File: config.mk
export PLATFORM = sky130hd
export DESIGN_NAME = loader_top
export DESIGN_NICKNAME = d
export VERILOG_FILES = /design/src/design/loader_pkg.sv /design/src/design/mem_write_port.sv /design/src/design/prg_loader.sv /design/src/design/crt_loader.sv /design/src/design/loader_top.sv
export SDC_FILE = /design/constraint.sdc
export NUM_CORES = 1
export LEC_CHECK = 0
export BUFFER_PORTS_ARGS = -buffer_cell sky130_fd_sc_hd__buf_2
export CAP_MARGIN = 20
export CORE_MARGIN = 4
export CORE_UTILIZATION = 50
export CTS_BUF_LIST = sky130_fd_sc_hd__clkbuf_16
export CTS_CLUSTER_DIAMETER = 40
export DETAILED_ROUTE_END_ITERATION = 6
export PLACE_DENSITY = 0.82
export SLEW_MARGIN = 40
export SYNTH_ARGS = -nofsm -noshare
export SYNTH_HDL_FRONTEND = slang
export SYNTH_SLANG_ARGS = --single-unit
File: constraint.sdc
create_clock -name clk_sys -period 4.4 [get_ports clk_sys]
set_input_delay 0.66 -clock clk_sys [delete_from_list [all_inputs] [get_ports clk_sys]]
set_output_delay 0.66 -clock clk_sys [all_outputs]
set_load 0.03 [all_outputs]
File: src/design/loader_pkg.sv
//======================================
// Loader package
// Shared widths, FSM states, file indices
// and fixed page-zero addresses
//======================================
package loader_pkg;

	// Data and address widths
	typedef logic [7:0]  byte_t;       // Downloaded or written byte
	typedef logic [15:0] word_t;       // 16-bit header field
	typedef logic [24:0] mem_addr_t;   // System memory byte address
	typedef logic [24:0] dl_offset_t;  // Offset within the download
	typedef logic [7:0]  dl_index_t;   // Host file index
	typedef logic [31:0] blk_len_t;    // Chip packet length

	// Program loader FSM
	typedef enum logic [1:0] {
		PRG_IDLE,
		PRG_LOAD,
		PRG_INIT,
		PRG_WAIT
	} prg_state_e;

	// Cartridge loader FSM
	typedef enum logic [1:0] {
		CRT_FILE_HDR,
		CRT_CHIP_HDR,
		CRT_DATA
	} crt_state_e;

	// File indices from the host
	localparam dl_index_t IDX_PRG = 8'd4;
	localparam dl_index_t IDX_CRT = 8'd5;

	// Interpreter pointer range in page zero
	localparam byte_t PTR_FIRST = 8'h2B;
	localparam byte_t PTR_LAST  = 8'hAF;

	//======================================
	// Cartridge file layout
	//======================================
	localparam blk_len_t   CHIP_HDR_LEN = 32'd16;   // Bytes per chip header
	localparam dl_offset_t CRT_DATA_OFS = 25'h40;   // First chip packet

	// Cartridge header field offsets
	localparam dl_offset_t OFS_ID_HI = 25'h16;
	localparam dl_offset_t OFS_ID_LO = 25'h17;
	localparam dl_offset_t OFS_EXROM = 25'h18;
	localparam dl_offset_t OFS_GAME  = 25'h19;

endpackage

File: src/design/mem_write_port.sv
//======================================
// Memory slot writer
// Holds one write and issues it in the
// loader slot after io_cycle falls
//======================================
module mem_write_port
	import loader_pkg::*;
(
	input  logic      clk_sys,
	input  logic      reset_n,
	input  logic      prg_req_i,
	input  logic      crt_req_i,
	input  mem_addr_t prg_addr_i,
	input  mem_addr_t crt_addr_i,
	input  byte_t     prg_data_i,
	input  byte_t     crt_data_i,
	input  logic      io_cycle_i,
	output logic      busy_o,
	output logic      mem_ce_o,
	output logic      mem_we_o,
	output mem_addr_t mem_addr_o,
	output byte_t     mem_data_o
);

	logic      hold_valid;
	mem_addr_t hold_addr;
	byte_t     hold_data;
	logic      io_cycle_d;
	logic      req_any;
	logic      slot_open;
	logic      issue;

	assign req_any   = prg_req_i | crt_req_i;
	assign slot_open = io_cycle_d & ~io_cycle_i;   // System just released memory
	assign issue     = hold_valid & slot_open;

	// A request in flight already stalls the host, so the next strobe waits
	assign busy_o = hold_valid | req_any;

	// Holder state and write strobes
	always_ff @(posedge clk_sys) begin
		if (!reset_n) begin
			io_cycle_d <= 1'b0;
			hold_valid <= 1'b0;
			mem_ce_o   <= 1'b0;
			mem_we_o   <= 1'b0;
		end else begin
			io_cycle_d <= io_cycle_i;
			mem_ce_o   <= issue;
			mem_we_o   <= issue;
			if (issue)
				hold_valid <= 1'b0;
			else if (!hold_valid && req_any)
				hold_valid <= 1'b1;
		end
	end

	// Held write, program loader first
	always_ff @(posedge clk_sys) begin
		if (!hold_valid) begin
			if (prg_req_i) begin
				hold_addr <= prg_addr_i;
				hold_data <= prg_data_i;
			end else if (crt_req_i) begin
				hold_addr <= crt_addr_i;
				hold_data <= crt_data_i;
			end
		end
		if (issue) begin
			mem_addr_o <= hold_addr;
			mem_data_o <= hold_data;
		end
	end

endmodule

File: src/design/prg_loader.sv
//======================================
// Program loader
// Load address decode, data writes and
// interpreter pointer setup after load
//======================================
module prg_loader
	import loader_pkg::*;
(
	input  logic       clk_sys,
	input  logic       reset_n,
	input  logic       dl_active_i,
	input  dl_index_t  dl_index_i,
	input  dl_offset_t dl_offset_i,
	input  byte_t      dl_data_i,
	input  logic       dl_wr_i,
	input  logic       busy_i,
	output logic       req_o,
	output mem_addr_t  addr_o,
	output byte_t      data_o
);

	prg_state_e state;
	word_t      load_addr;   // Next write address, end address once loaded
	byte_t      ptr;         // Page-zero walk position
	logic       is_prg;
	logic       byte_ok;
	logic       data_wr;
	logic       init_wr;
	logic       ptr_hit;
	byte_t      ptr_val;

	assign is_prg  = (dl_index_i == IDX_PRG);
	assign byte_ok = dl_wr_i && dl_active_i && is_prg;
	assign data_wr = byte_ok && (dl_offset_i >= 25'd2);
	assign init_wr = (state == PRG_INIT) && ptr_hit && !busy_i;

	// Pointer values as a LOAD command leaves them
	always_comb begin
		ptr_hit = 1'b1;
		ptr_val = 8'h00;
		case (ptr)
			8'h2B: ptr_val = 8'h01;                  // Text start low
			8'h2C: ptr_val = 8'h08;                  // Text start high
			8'hAC, 8'hAD: ptr_val = 8'h00;
			8'h2D, 8'h2F, 8'h31, 8'hAE: ptr_val = load_addr[7:0];
			8'h2E, 8'h30, 8'h32, 8'hAF: ptr_val = load_addr[15:8];
			default: ptr_hit = 1'b0;
		endcase
	end

	//======================================
	// Control FSM
	//======================================
	always_ff @(posedge clk_sys) begin
		if (!reset_n) begin
			state <= PRG_IDLE;
			req_o <= 1'b0;
		end else begin
			req_o <= data_wr | init_wr;
			case (state)
				PRG_IDLE: if (dl_active_i && is_prg) state <= PRG_LOAD;
				PRG_LOAD: if (!dl_active_i) state <= PRG_INIT;
				PRG_INIT: if (init_wr) state <= PRG_WAIT;
				PRG_WAIT: begin
					// Wait for the pointer write to leave the port
					if (!busy_i)
						state <= (ptr == PTR_LAST) ? PRG_IDLE : PRG_INIT;
				end
				default: state <= PRG_IDLE;
			endcase
		end
	end

	// Address counters and request payload
	always_ff @(posedge clk_sys) begin
		if (byte_ok && dl_offset_i == 25'd0)
			load_addr[7:0] <= dl_data_i;
		else if (byte_ok && dl_offset_i == 25'd1)
			load_addr[15:8] <= dl_data_i;
		else if (data_wr)
			load_addr <= load_addr + 16'd1;

		if (state == PRG_LOAD && !dl_active_i)
			ptr <= PTR_FIRST;
		else if (state == PRG_INIT && !ptr_hit)
			ptr <= ptr + 8'd1;              // Skip unrelated page-zero bytes
		else if (state == PRG_WAIT && !busy_i && ptr != PTR_LAST)
			ptr <= ptr + 8'd1;

		if (init_wr) begin
			addr_o <= mem_addr_t'(ptr);
			data_o <= ptr_val;
		end else if (data_wr) begin
			addr_o <= mem_addr_t'(load_addr);
			data_o <= dl_data_i;
		end
	end

endmodule

File: src/design/crt_loader.sv
//======================================
// Cartridge loader
// File and chip header decode, bank
// records and chip data writes
//======================================
module crt_loader
	import loader_pkg::*;
#(
	parameter mem_addr_t CRT_BASE = 25'h0100000
) (
	input  logic       clk_sys,
	input  logic       reset_n,
	input  logic       dl_active_i,
	input  dl_index_t  dl_index_i,
	input  dl_offset_t dl_offset_i,
	input  byte_t      dl_data_i,
	input  logic       dl_wr_i,
	output logic       req_o,
	output mem_addr_t  addr_o,
	output byte_t      data_o,
	output word_t      cart_id_o,
	output byte_t      cart_exrom_o,
	output byte_t      cart_game_o,
	output logic       cart_attached_o,
	output logic       bank_valid_o,
	output byte_t      bank_type_o,
	output word_t      bank_num_o,
	output word_t      bank_laddr_o,
	output word_t      bank_size_o
);

	localparam logic [3:0] HDR_LAST = 4'(CHIP_HDR_LEN - 1);

	crt_state_e state;
	mem_addr_t  load_addr;
	blk_len_t   blk_len;      // Data bytes left in the chip packet
	logic [3:0] hdr_cnt;
	logic       first_chip;
	logic       active_d;     // Cartridge download active, delayed
	logic       is_crt;
	logic       byte_ok;
	logic       restart;

	assign is_crt  = (dl_index_i == IDX_CRT);
	assign byte_ok = dl_wr_i && dl_active_i && is_crt;
	assign restart = byte_ok && (dl_offset_i == '0);

	//======================================
	// Control FSM
	//======================================
	always_ff @(posedge clk_sys) begin
		if (!reset_n) begin
			state           <= CRT_FILE_HDR;
			hdr_cnt         <= '0;
			first_chip      <= 1'b1;
			active_d        <= 1'b0;
			req_o           <= 1'b0;
			bank_valid_o    <= 1'b0;
			cart_attached_o <= 1'b0;
		end else begin
			req_o        <= 1'b0;
			bank_valid_o <= 1'b0;
			active_d     <= dl_active_i && is_crt;
			if (dl_active_i && is_crt && !active_d)
				cart_attached_o <= 1'b0;            // New cartridge coming in
			else if (active_d && !dl_active_i)
				cart_attached_o <= 1'b1;

			if (restart) begin
				state      <= CRT_FILE_HDR;
				hdr_cnt    <= '0;
				first_chip <= 1'b1;
			end else if (byte_ok) begin
				case (state)
					CRT_FILE_HDR: if (dl_offset_i == CRT_DATA_OFS - 1) state <= CRT_CHIP_HDR;
					CRT_CHIP_HDR: begin
						hdr_cnt <= hdr_cnt + 4'd1;
						if (hdr_cnt == 4'd0)
							first_chip <= 1'b0;
						if (hdr_cnt == HDR_LAST) begin
							bank_valid_o <= 1'b1;
							if (blk_len != '0) state <= CRT_DATA;   // Empty chips carry no data
						end
					end
					CRT_DATA: begin
						req_o <= 1'b1;
						if (blk_len == blk_len_t'(1)) state <= CRT_CHIP_HDR;
					end
					default: state <= CRT_FILE_HDR;
				endcase
			end
		end
	end

	// Header fields, bank record and data payload
	always_ff @(posedge clk_sys) begin
		if (restart) begin
			load_addr <= CRT_BASE;
		end else if (byte_ok) begin
			case (state)
				CRT_FILE_HDR: begin
					if (dl_offset_i == OFS_ID_HI) cart_id_o[15:8] <= dl_data_i;
					if (dl_offset_i == OFS_ID_LO) cart_id_o[7:0]  <= dl_data_i;
					if (dl_offset_i == OFS_EXROM) cart_exrom_o    <= dl_data_i;
					if (dl_offset_i == OFS_GAME)  cart_game_o     <= dl_data_i;
				end
				CRT_CHIP_HDR: begin
					case (hdr_cnt)
						4'd0: begin
							// Align the first chip to an 8 KB bank
							if (first_chip && load_addr[12:0] != '0)
								load_addr <= {load_addr[24:13] + 12'd1, 13'd0};
						end
						4'd4:  blk_len[31:24]     <= dl_data_i;
						4'd5:  blk_len[23:16]     <= dl_data_i;
						4'd6:  blk_len[15:8]      <= dl_data_i;
						4'd7:  blk_len[7:0]       <= dl_data_i;
						4'd8:  blk_len            <= blk_len - CHIP_HDR_LEN;
						4'd9:  bank_type_o        <= dl_data_i;
						4'd10: bank_num_o[15:8]   <= dl_data_i;
						4'd11: bank_num_o[7:0]    <= dl_data_i;
						4'd12: bank_laddr_o[15:8] <= dl_data_i;
						4'd13: bank_laddr_o[7:0]  <= dl_data_i;
						4'd14: bank_size_o[15:8]  <= dl_data_i;
						4'd15: bank_size_o[7:0]   <= dl_data_i;
						default: ;
					endcase
				end
				CRT_DATA: begin
					addr_o    <= load_addr;
					data_o    <= dl_data_i;
					load_addr <= load_addr + 25'd1;
					blk_len   <= blk_len - 32'd1;
				end
				default: ;
			endcase
		end
	end

endmodule

File: src/design/loader_top.sv
//======================================
// Loader top level
// Program and cartridge loaders sharing
// one memory slot writer
//======================================
module loader_top
	import loader_pkg::*;
#(
	parameter mem_addr_t CRT_BASE = 25'h0100000
) (
	input  logic       clk_sys,
	input  logic       reset_n,
	input  logic       dl_active_i,
	input  dl_index_t  dl_index_i,
	input  dl_offset_t dl_offset_i,
	input  byte_t      dl_data_i,
	input  logic       dl_wr_i,
	input  logic       io_cycle_i,
	output logic       wait_o,
	output logic       mem_ce_o,
	output logic       mem_we_o,
	output mem_addr_t  mem_addr_o,
	output byte_t      mem_data_o,
	output word_t      cart_id_o,
	output byte_t      cart_exrom_o,
	output byte_t      cart_game_o,
	output logic       cart_attached_o,
	output logic       bank_valid_o,
	output byte_t      bank_type_o,
	output word_t      bank_num_o,
	output word_t      bank_laddr_o,
	output word_t      bank_size_o
);

	logic      busy;
	logic      prg_req;
	mem_addr_t prg_addr;
	byte_t     prg_data;
	logic      crt_req;
	mem_addr_t crt_addr;
	byte_t     crt_data;

	assign wait_o = busy;   // Host back-pressure

	prg_loader u_prg_loader (
		.clk_sys     (clk_sys),
		.reset_n     (reset_n),
		.dl_active_i (dl_active_i),
		.dl_index_i  (dl_index_i),
		.dl_offset_i (dl_offset_i),
		.dl_data_i   (dl_data_i),
		.dl_wr_i     (dl_wr_i),
		.busy_i      (busy),
		.req_o       (prg_req),
		.addr_o      (prg_addr),
		.data_o      (prg_data)
	);

	crt_loader #(
		.CRT_BASE (CRT_BASE)
	) u_crt_loader (
		.clk_sys         (clk_sys),
		.reset_n         (reset_n),
		.dl_active_i     (dl_active_i),
		.dl_index_i      (dl_index_i),
		.dl_offset_i     (dl_offset_i),
		.dl_data_i       (dl_data_i),
		.dl_wr_i         (dl_wr_i),
		.req_o           (crt_req),
		.addr_o          (crt_addr),
		.data_o          (crt_data),
		.cart_id_o       (cart_id_o),
		.cart_exrom_o    (cart_exrom_o),
		.cart_game_o     (cart_game_o),
		.cart_attached_o (cart_attached_o),
		.bank_valid_o    (bank_valid_o),
		.bank_type_o     (bank_type_o),
		.bank_num_o      (bank_num_o),
		.bank_laddr_o    (bank_laddr_o),
		.bank_size_o     (bank_size_o)
	);

	mem_write_port u_mem_write_port (
		.clk_sys    (clk_sys),
		.reset_n    (reset_n),
		.prg_req_i  (prg_req),
		.crt_req_i  (crt_req),
		.prg_addr_i (prg_addr),
		.crt_addr_i (crt_addr),
		.prg_data_i (prg_data),
		.crt_data_i (crt_data),
		.io_cycle_i (io_cycle_i),
		.busy_o     (busy),
		.mem_ce_o   (mem_ce_o),
		.mem_we_o   (mem_we_o),
		.mem_addr_o (mem_addr_o),
		.mem_data_o (mem_data_o)
	);

endmodule

==> key figures, run 1 <==
Critical path
  – Setup crit end kind: flop
  – CP cell instances: inv_1 > ha_1 > or4b_1 > and4b_1 > nand3_1 > o31ai_1 > a21oi_1 > a311oi_1
  – Crit Path Class: flop to flop
  – Flop-to-flop setup slack: 1.20 ns
  – Worst path arrival time: 3.55 ns
  – Worst path max stage delay: 0.67 ns
  – Worst reg-to-reg path cell count: 8
  – Worst reg2reg endpoint: u_crt_loader.blk_len[26]$_DFFE_PP_
  – Worst path depth: 8
  – Critical Path RT: 4.74 ns
  – Startpoint Class: flop
  – Crit Path Max Fanout: 15
  – Reg-to-Reg Start: u_crt_loader.blk_len[4]$_DFFE_PP_
  – Slowest CP cell: and4b_1
  – Worst path buffer plus inverter count: 1
  – CP delay by family, top: simple AND/OR/NAND/NOR gates

Floorplan
  – Die ar.: 0.0294 mm^2
  – Die width: 171 um
  – Row count: 59
  – Die H: 171 um
  – Ports: 172
  – Core area: 0.0262 mm^2
  – Starting Density: 51.0%

Place
  – GP Congestion: 0.914
  – Placed inst area: 0.0146 mm^2
  – Placed cell count: 1541
  – Port buffer count: 171
  – DP Wirelength: 21.9 mm

Timing
  – Setup TNS: 0 ns
  – Clock Skew: 0.0116 ns
  – Final Hold Viols: 0
  – Fin. max-slew vios: 0
  – Hold WS: 0.412 ns
  – Rel. slew slack: 45.7%
  – Fin crit share: 72.8%
  – Slew @ Worst Pin: 0.811 ns
  – Final setup viols: 0
  – RSZ-0062 raised after global routing: no
  – FMAX: 0.312 GHz
  – Tmin final: 3.20 ns

Routing
  – Via/cell ratio: 5.95
  – DRC errors left: 0
  – Iteration-0 DRC Markers: 1159
  – Post-route ant nets: 0
  – Total iterations of the first detailed-routing run: 6
  – Vias: 9580
  – Drt wl/cell: 20.3 um
  – Post-Route WL: 32.7 mm

Clocking
  – Post-CTS setup buffers: 0
  – Num CTS Buffers: 37
  – TritonCTS clock tree: yes
  – Clock Latency Late Sink: 0.52 ns
  – Reg clk slew, reported paths: 0.06 ns
  – Clock Path Buffers: 3
  – Post-CTS resize count: 0
  – H-tree depth: 2
  – CTS root buf: clkbuf_16
  – CTS Hold Bufs: 0
  – Clk sinks: 309

Final layout
  – Synthesis-to-layout area growth: 18.1%
  – Fraction of layout cells with a size suffix above 1: 24.5%
  – Final net count: 1310
  – Number of diodes: 0
  – Most frequent cells in the layout: edfxtp_1 (251), buf_2 (171), nor2_1 (92), nand2_1 (89), dfxtp_1 (58)
  – Non-Filler Instances: 1609
  – Commonest non-fill, non-tap cell in the layout: edfxtp_1
  – Final instance area: 0.0158 mm^2
  – Fill cells: 1973

Global routing
  – Vias in the first global route: 9455
  – First-pass GRT wire length: 51.0 mm
  – Antenna violations before repair: 0
  – Largest net degree at the start of global routing: 38
  – Total GRT Usage: 22.0%
  – GRT overflow: 0

Worst hold path
  – Worst hold path type: flop to flop
  – Hold EP: u_mem_write_port.mem_data_o[6]$_DFFE_PP_
  – Hold path cells: 0
  – HP Start: u_mem_write_port.hold_data[6]$_DFFE_PP_

Yosys
  – Library cells used by synthesis: 79
  – Post-synthesis instance area: 0.0134 mm^2
  – FFs w/ async S/R, synth: 0%
  – Most used DFF post-synth: edfxtp_1
  – #FFs+latches synth: 309
  – Post-Syn Area per Cell: 12.5 um^2
  – Syn Inst Count: 1068
  – Seq/Total Area, Yosys: 65.1%
  – Yosys warns: 0
  – Syn_nets: 1133
  – EDFF count, synth: 251

Outcome
  – Status: complete, no violations

Pwr
  – Max IR drop VDD: 0.313 mV
  – Cell area power density: 421 mW/mm^2
  – Pleak: 5.84 nW
  – Tot Pwr: 6.64 mW

Job
  – Max Cap Viol: 0
-- cells in the mapped netlist, drive strengths merged, types with 20 or more instances --
master / number / area (um^2)
inv: 28 / 105
mux2: 33 / 372
nand4: 29 / 196
nor3: 33 / 170
xor2: 24 / 210
nor2: 94 / 355
dfxtp: 58 / 1160
o21ai: 52 / 260
nand3: 37 / 185
edfxtp: 251 / 7540
a21oi: 52 / 260
mux2i: 20 / 200
clkbuf: 39 / 158
nand2: 89 / 334
-- through the flow --
step                      setup slack, ns  utilization [%]
after global routing                 1.01             60.2
final                                1.20             60.2
after global placement               1.15             55.6
after detailed placement             1.10             55.6
after CTS                            1.24             60.1
after floorplan                     0.296                -
-- worst register-to-register path, cell delays in order (launching register included) --
cell and delay (ns):
edfxtp_1 0.45, inv_1 0.13, ha_1 0.23, or4b_1 0.63, and4b_1 0.67, nand3_1 0.31, o31ai_1 0.28, a21oi_1 0.10
a311oi_1 0.25
-- how the worst max path moves through the flow --
stage	from	end	slack, ns
after floorplan	dl_index_i[5]	u_crt_loader.addr_o[0]$_DFFE_PP_	0.30
after global placement	dl_index_i[5]	u_crt_loader.blk_len[10]$_DFFE_PP_	1.15
after detailed placement	dl_index_i[5]	u_crt_loader.blk_len[27]$_DFFE_PP_	1.10
after CTS	u_crt_loader.blk_len[4]$_DFFE_PP_	u_crt_loader.blk_len[26]$_DFFE_PP_	1.24
after global routing	u_crt_loader.blk_len[4]$_DFFE_PP_	u_crt_loader.blk_len[26]$_DFFE_PP_	1.01
final	u_crt_loader.blk_len[4]$_DFFE_PP_	u_crt_loader.blk_len[26]$_DFFE_PP_	1.20
-- power breakdown --
group / total [mW] / switching [mW] / internal (mW)
combinational: 0.471 / 0.305 / 0.166
clock: 2.88 / 1.19 / 1.69
sequential: 3.29 / 0.0729 / 3.22
total: 6.64 / 1.56 / 5.08
-- state kept, by name, indices dropped and copies added (netlist names), 25 cells and up --
register	cells
u_crt_loader.addr_o	25
u_crt_loader.blk_len	32
u_crt_loader.load_addr	25
u_mem_write_port.hold_addr	25
u_mem_write_port.mem_addr_o	25
-- area by class of cell --
cell class	instances	area (um^2)	share of cell area, %
clock buffers	39	976	6.18
inverters	29	109	0.690
well taps	335	419	2.66
clock inverters	29	204	1.29
repair buffers	185	961	6.09
flip-flops and latches	309	8700	55.1
multi-input cells	683	4410	28.0
-- kinds of logic after synthesis --
logic type,after synthesis,share of synthesized area (%)
AO/OA/AOI/OAI,177,8.44
buffers and inverters,76,2.35
multiplexers,53,4.28
XOR/XNOR,39,2.56
flip-flops,309,65.1
adder cells (fa/ha/maj),19,1.78
AND/OR/NAND/NOR,395,15.5
-- layer usage --
metal  part of all wire (%)  GRT usage [%]  vias up
met2                     51           38.2      469
met5                      0              0        -
li1                       -              -     4377
met3                    8.2           4.02       81
met1                     38           27.8     4653
met4                    3.0           8.06        0
No activity file was read; power rests on OpenSTA's default activity.
==> run 2: changes to the inputs <==
--- a/config.mk
+++ b/config.mk
@@ -12,7 +12,7 @@
 export CTS_BUF_LIST = sky130_fd_sc_hd__clkbuf_16
 export CTS_CLUSTER_DIAMETER = 40
 export DETAILED_ROUTE_END_ITERATION = 6
-export PLACE_DENSITY = 0.82
+export PLACE_DENSITY = 0.84
 export SLEW_MARGIN = 40
 export SYNTH_ARGS = -nofsm -noshare
 export SYNTH_HDL_FRONTEND = slang
==> constraint.sdc (replaced) <==
create_clock -name clk_sys -period 2.6 [get_ports clk_sys]
set_input_delay 0.39 -clock clk_sys [delete_from_list [all_inputs] [get_ports clk_sys]]
set_output_delay 0.39 -clock clk_sys [all_outputs]
set_load 0.03 [all_outputs]
==> run 2 against run 1 <==
Net effect: via count is 2.4% higher; first-iteration DRC count decreased by 0.60%; worst setup slack worse by 1.1 ns; die area is the same; flip-flop and latch count unchanged; count of clock-buffer cells in the layout increased by 1; clock skew is 0.0042 ns higher; largest power group unchanged; core utilization grew 2.3 points.
==> key figures, run 2 (synthesis results as in run 1) <==
Worst hold path
  – Worst hold path type: input pin to flop

Routing
  – Total iterations of the first detailed-routing run: 5 (-1)
  – DRC errors left: 0 (unchanged)
  – Post-route ant nets: 0 (unchanged)
  – Via/cell ratio: 5.87 (-1.4%)
  – Iteration-0 DRC Markers: 1152 (-0.60%)
  – Drt wl/cell: 19.6 um (-3.3%)
  – Post-Route WL: 32.8 mm (+0.39%)
  – Vias: 9811 (+2.4%)

Global routing
  – Total GRT Usage: 22.1% (+0.063 points)
  – Antenna violations before repair: 0 (unchanged)
  – Vias in the first global route: 9562 (+1.1%)
  – First-pass GRT wire length: 51.5 mm (+1.1%)
  – GRT overflow: 0 (unchanged)
  – Largest net degree at the start of global routing: 36 (-5.3%)

Clocking
  – Clock Latency Late Sink: 0.52 ns (about the same)
  – CTS root buf: clkbuf_16
  – Clock Path Buffers: 3 (unchanged)
  – H-tree depth: 2 (unchanged)
  – Reg clk slew, reported paths: 0.06 ns (about the same)
  – Num CTS Buffers: 39 (+5.4%)
  – TritonCTS clock tree: yes
  – Clk sinks: 309 (unchanged)

Floorplan
  – Die width: 171 um (unchanged)
  – Starting Density: 51.0% (unchanged)
  – Die H: 171 um (unchanged)
  – Die ar.: 0.0294 mm^2 (unchanged)
  – Row count: 59 (unchanged)
  – Core area: 0.0262 mm^2 (unchanged)
  – Ports: 172 (unchanged)

Final layout
  – Most frequent cells in the layout: edfxtp_1 (251), buf_2 (171), nor2_1 (91), nand2_1 (88), buf_4 (71)
  – Commonest non-fill, non-tap cell in the layout: edfxtp_1
  – Largest Register: u_crt_loader.blk_len
  – Synthesis-to-layout area growth: 22.6%
  – Number of diodes: 0 (unchanged)
  – Fraction of layout cells with a size suffix above 1: 28.4% (+4.0 points)
  – Final instance area: 0.0164 mm^2 (+3.8%)
  – Non-Filler Instances: 1671 (+3.9%)
  – Number of flip-flops in the largest register: 32 (unchanged)
  – Final net count: 1372 (+4.7%)

Timing
  – Fin worst setup slack: 0.0595 ns (-1.14 ns)
  – Tmin final: 2.54 ns (-0.663 ns)
  – Clock Skew: 0.0158 ns (+0.00418 ns)
  – Fin crit share: 97.7% (+25 points)
  – Slew @ Worst Pin: 0.826 ns (+0.0150 ns)
  – Final setup viols: 0 (unchanged)
  – Setup TNS: 0 ns (unchanged)
  – FMAX: 0.394 GHz (+26%)
  – Final Hold Viols: 0 (unchanged)
  – Rel. slew slack: 45.0% (-0.71 points)
  – RSZ-0062 raised after global routing: yes
  – Fin. max-slew vios: 0 (unchanged)

Critical path
  – Worst path arrival time: 3.00 ns (-0.55 ns)
  – Critical Path RT: 3.06 ns (-1.68 ns)
  – Flop-to-flop setup slack: 0.06 ns (-1.14 ns)
  – Worst path max stage delay: 0.47 ns (-0.20 ns)
  – Crit Path Max Fanout: 5 (-10)
  – CP cell instances: inv_1 > ha_2 > or4b_1 > and4b_2 > a31oi_1 > or3_1 > nor2_2 > o221a_2
  – Slowest CP cell: or4b_1
  – Setup crit end kind: flop
  – Startpoint Class: flop
  – Crit Path Class: flop to flop

Outcome
  – Status: complete, no violations

Place
  – Placed inst area: 0.0150 mm^2 (+3.0%)
  – Placed cell count: 1596 (+3.6%)
  – GP Congestion: 0.938 (+2.6%)
  – Dpl ws: -0.0832 ns (-1.18 ns)
  – Port buffer count: 171 (unchanged)
  – DP Wirelength: 22.4 mm (+2.3%)

Pwr
  – Tot Pwr: 11.7 mW (+76%)
  – Pleak: 6.17 nW (+5.7%)
  – Max IR drop VDD: 0.486 mV (+55%)
  – Cell area power density: 713 mW/mm^2 (+69%)

Job
  – Max Cap Viol: 0 (unchanged)
-- run 2: cell count changes in the layout (fill, tap and decap cells not counted), sizes merged --
cell	before	now
bufinv	1	2
clkbuf	39	40
buf	185	245
inv	43	45
clkinv	12	10
-- run 2: worst max-delay path, delay by kind of cell (launching register included) --
family          cells  cell delay, ns
simple gates        4            1.45
flops               1            0.43
compound gates      2            0.30
fa+ha+maj           1            0.22
buf+inv             1            0.10
-- run 2: final cells by class --
| cell class | count | area [um^2] |
|---|---|---|
| well taps | 335 | 419 |
| repair buffers | 245 | 1440 |
| inverters | 29 | 109 |
| multi-input cells | 683 | 4440 |
| flip-flops and latches | 309 | 8700 |
| fillers | 1843 | 9830 |
| clock buffers | 40 | 1000 |
| clock inverters | 30 | 273 |
-- run 2: where the power goes --
group / switching [mW] / internal, mW / leakage, nW
registers: 0.124 / 5.45 / 2.80
clock network: 2.14 / 3.08 / 0.637
logic: 0.529 / 0.349 / 2.74
total: 2.79 / 8.88 / 6.17
-- run 2: final timing paths --
| kind | start | endpoint | depth (start not counted) |
|---|---|---|---|
| worst max-delay path | u_crt_loader.blk_len[5]$_DFFE_PP_ | u_crt_loader.state[1]$_SDFFE_PP0P_ | 8 |
| worst min-delay path | reset_n | u_prg_loader.state[1]$_SDFFE_PN0P_ | 2 |
| worst max register to register | u_crt_loader.blk_len[5]$_DFFE_PP_ | u_crt_loader.state[1]$_SDFFE_PP0P_ | 8 |
| worst min register to register | u_mem_write_port.hold_addr[14]$_DFFE_PP_ | u_mem_write_port.mem_addr_o[14]$_DFFE_PP_ | 0 |
-- run 2: repair_timing --
item                                   4_1_cts  5_1_grt
cloned                                       0        0
setup endpoints to repair                    2       27
setup buffers                                0        5
endpoints found under the hold margin        0        0
hold buffers                                 0        0
gates resized for setup                      2       10
pin swaps                                    0        4
-- run 2: layer usage --
layer | global-route usage [%] | wire, um | vias to the layer above
met2 | 37.4 | 16500 | 470
met5 | 0 | 0 | -
met3 | 3.98 | 2540 | 65
li1 | - | - | 4497
met1 | 29.2 | 12900 | 4779
met4 | 6.82 | 811 | 0
-- run 2: stage by stage --
| step | util (%) | hold slack (ns) |
|---|---|---|
| after floorplan | - | 0.400 |
| final | 62.5 | 0.152 |
| after detailed placement | 57.3 | 0.405 |
| after CTS | 62.2 | 0.135 |
| after global placement | 57.3 | 0.403 |
| after global routing | 62.5 | 0.134 |
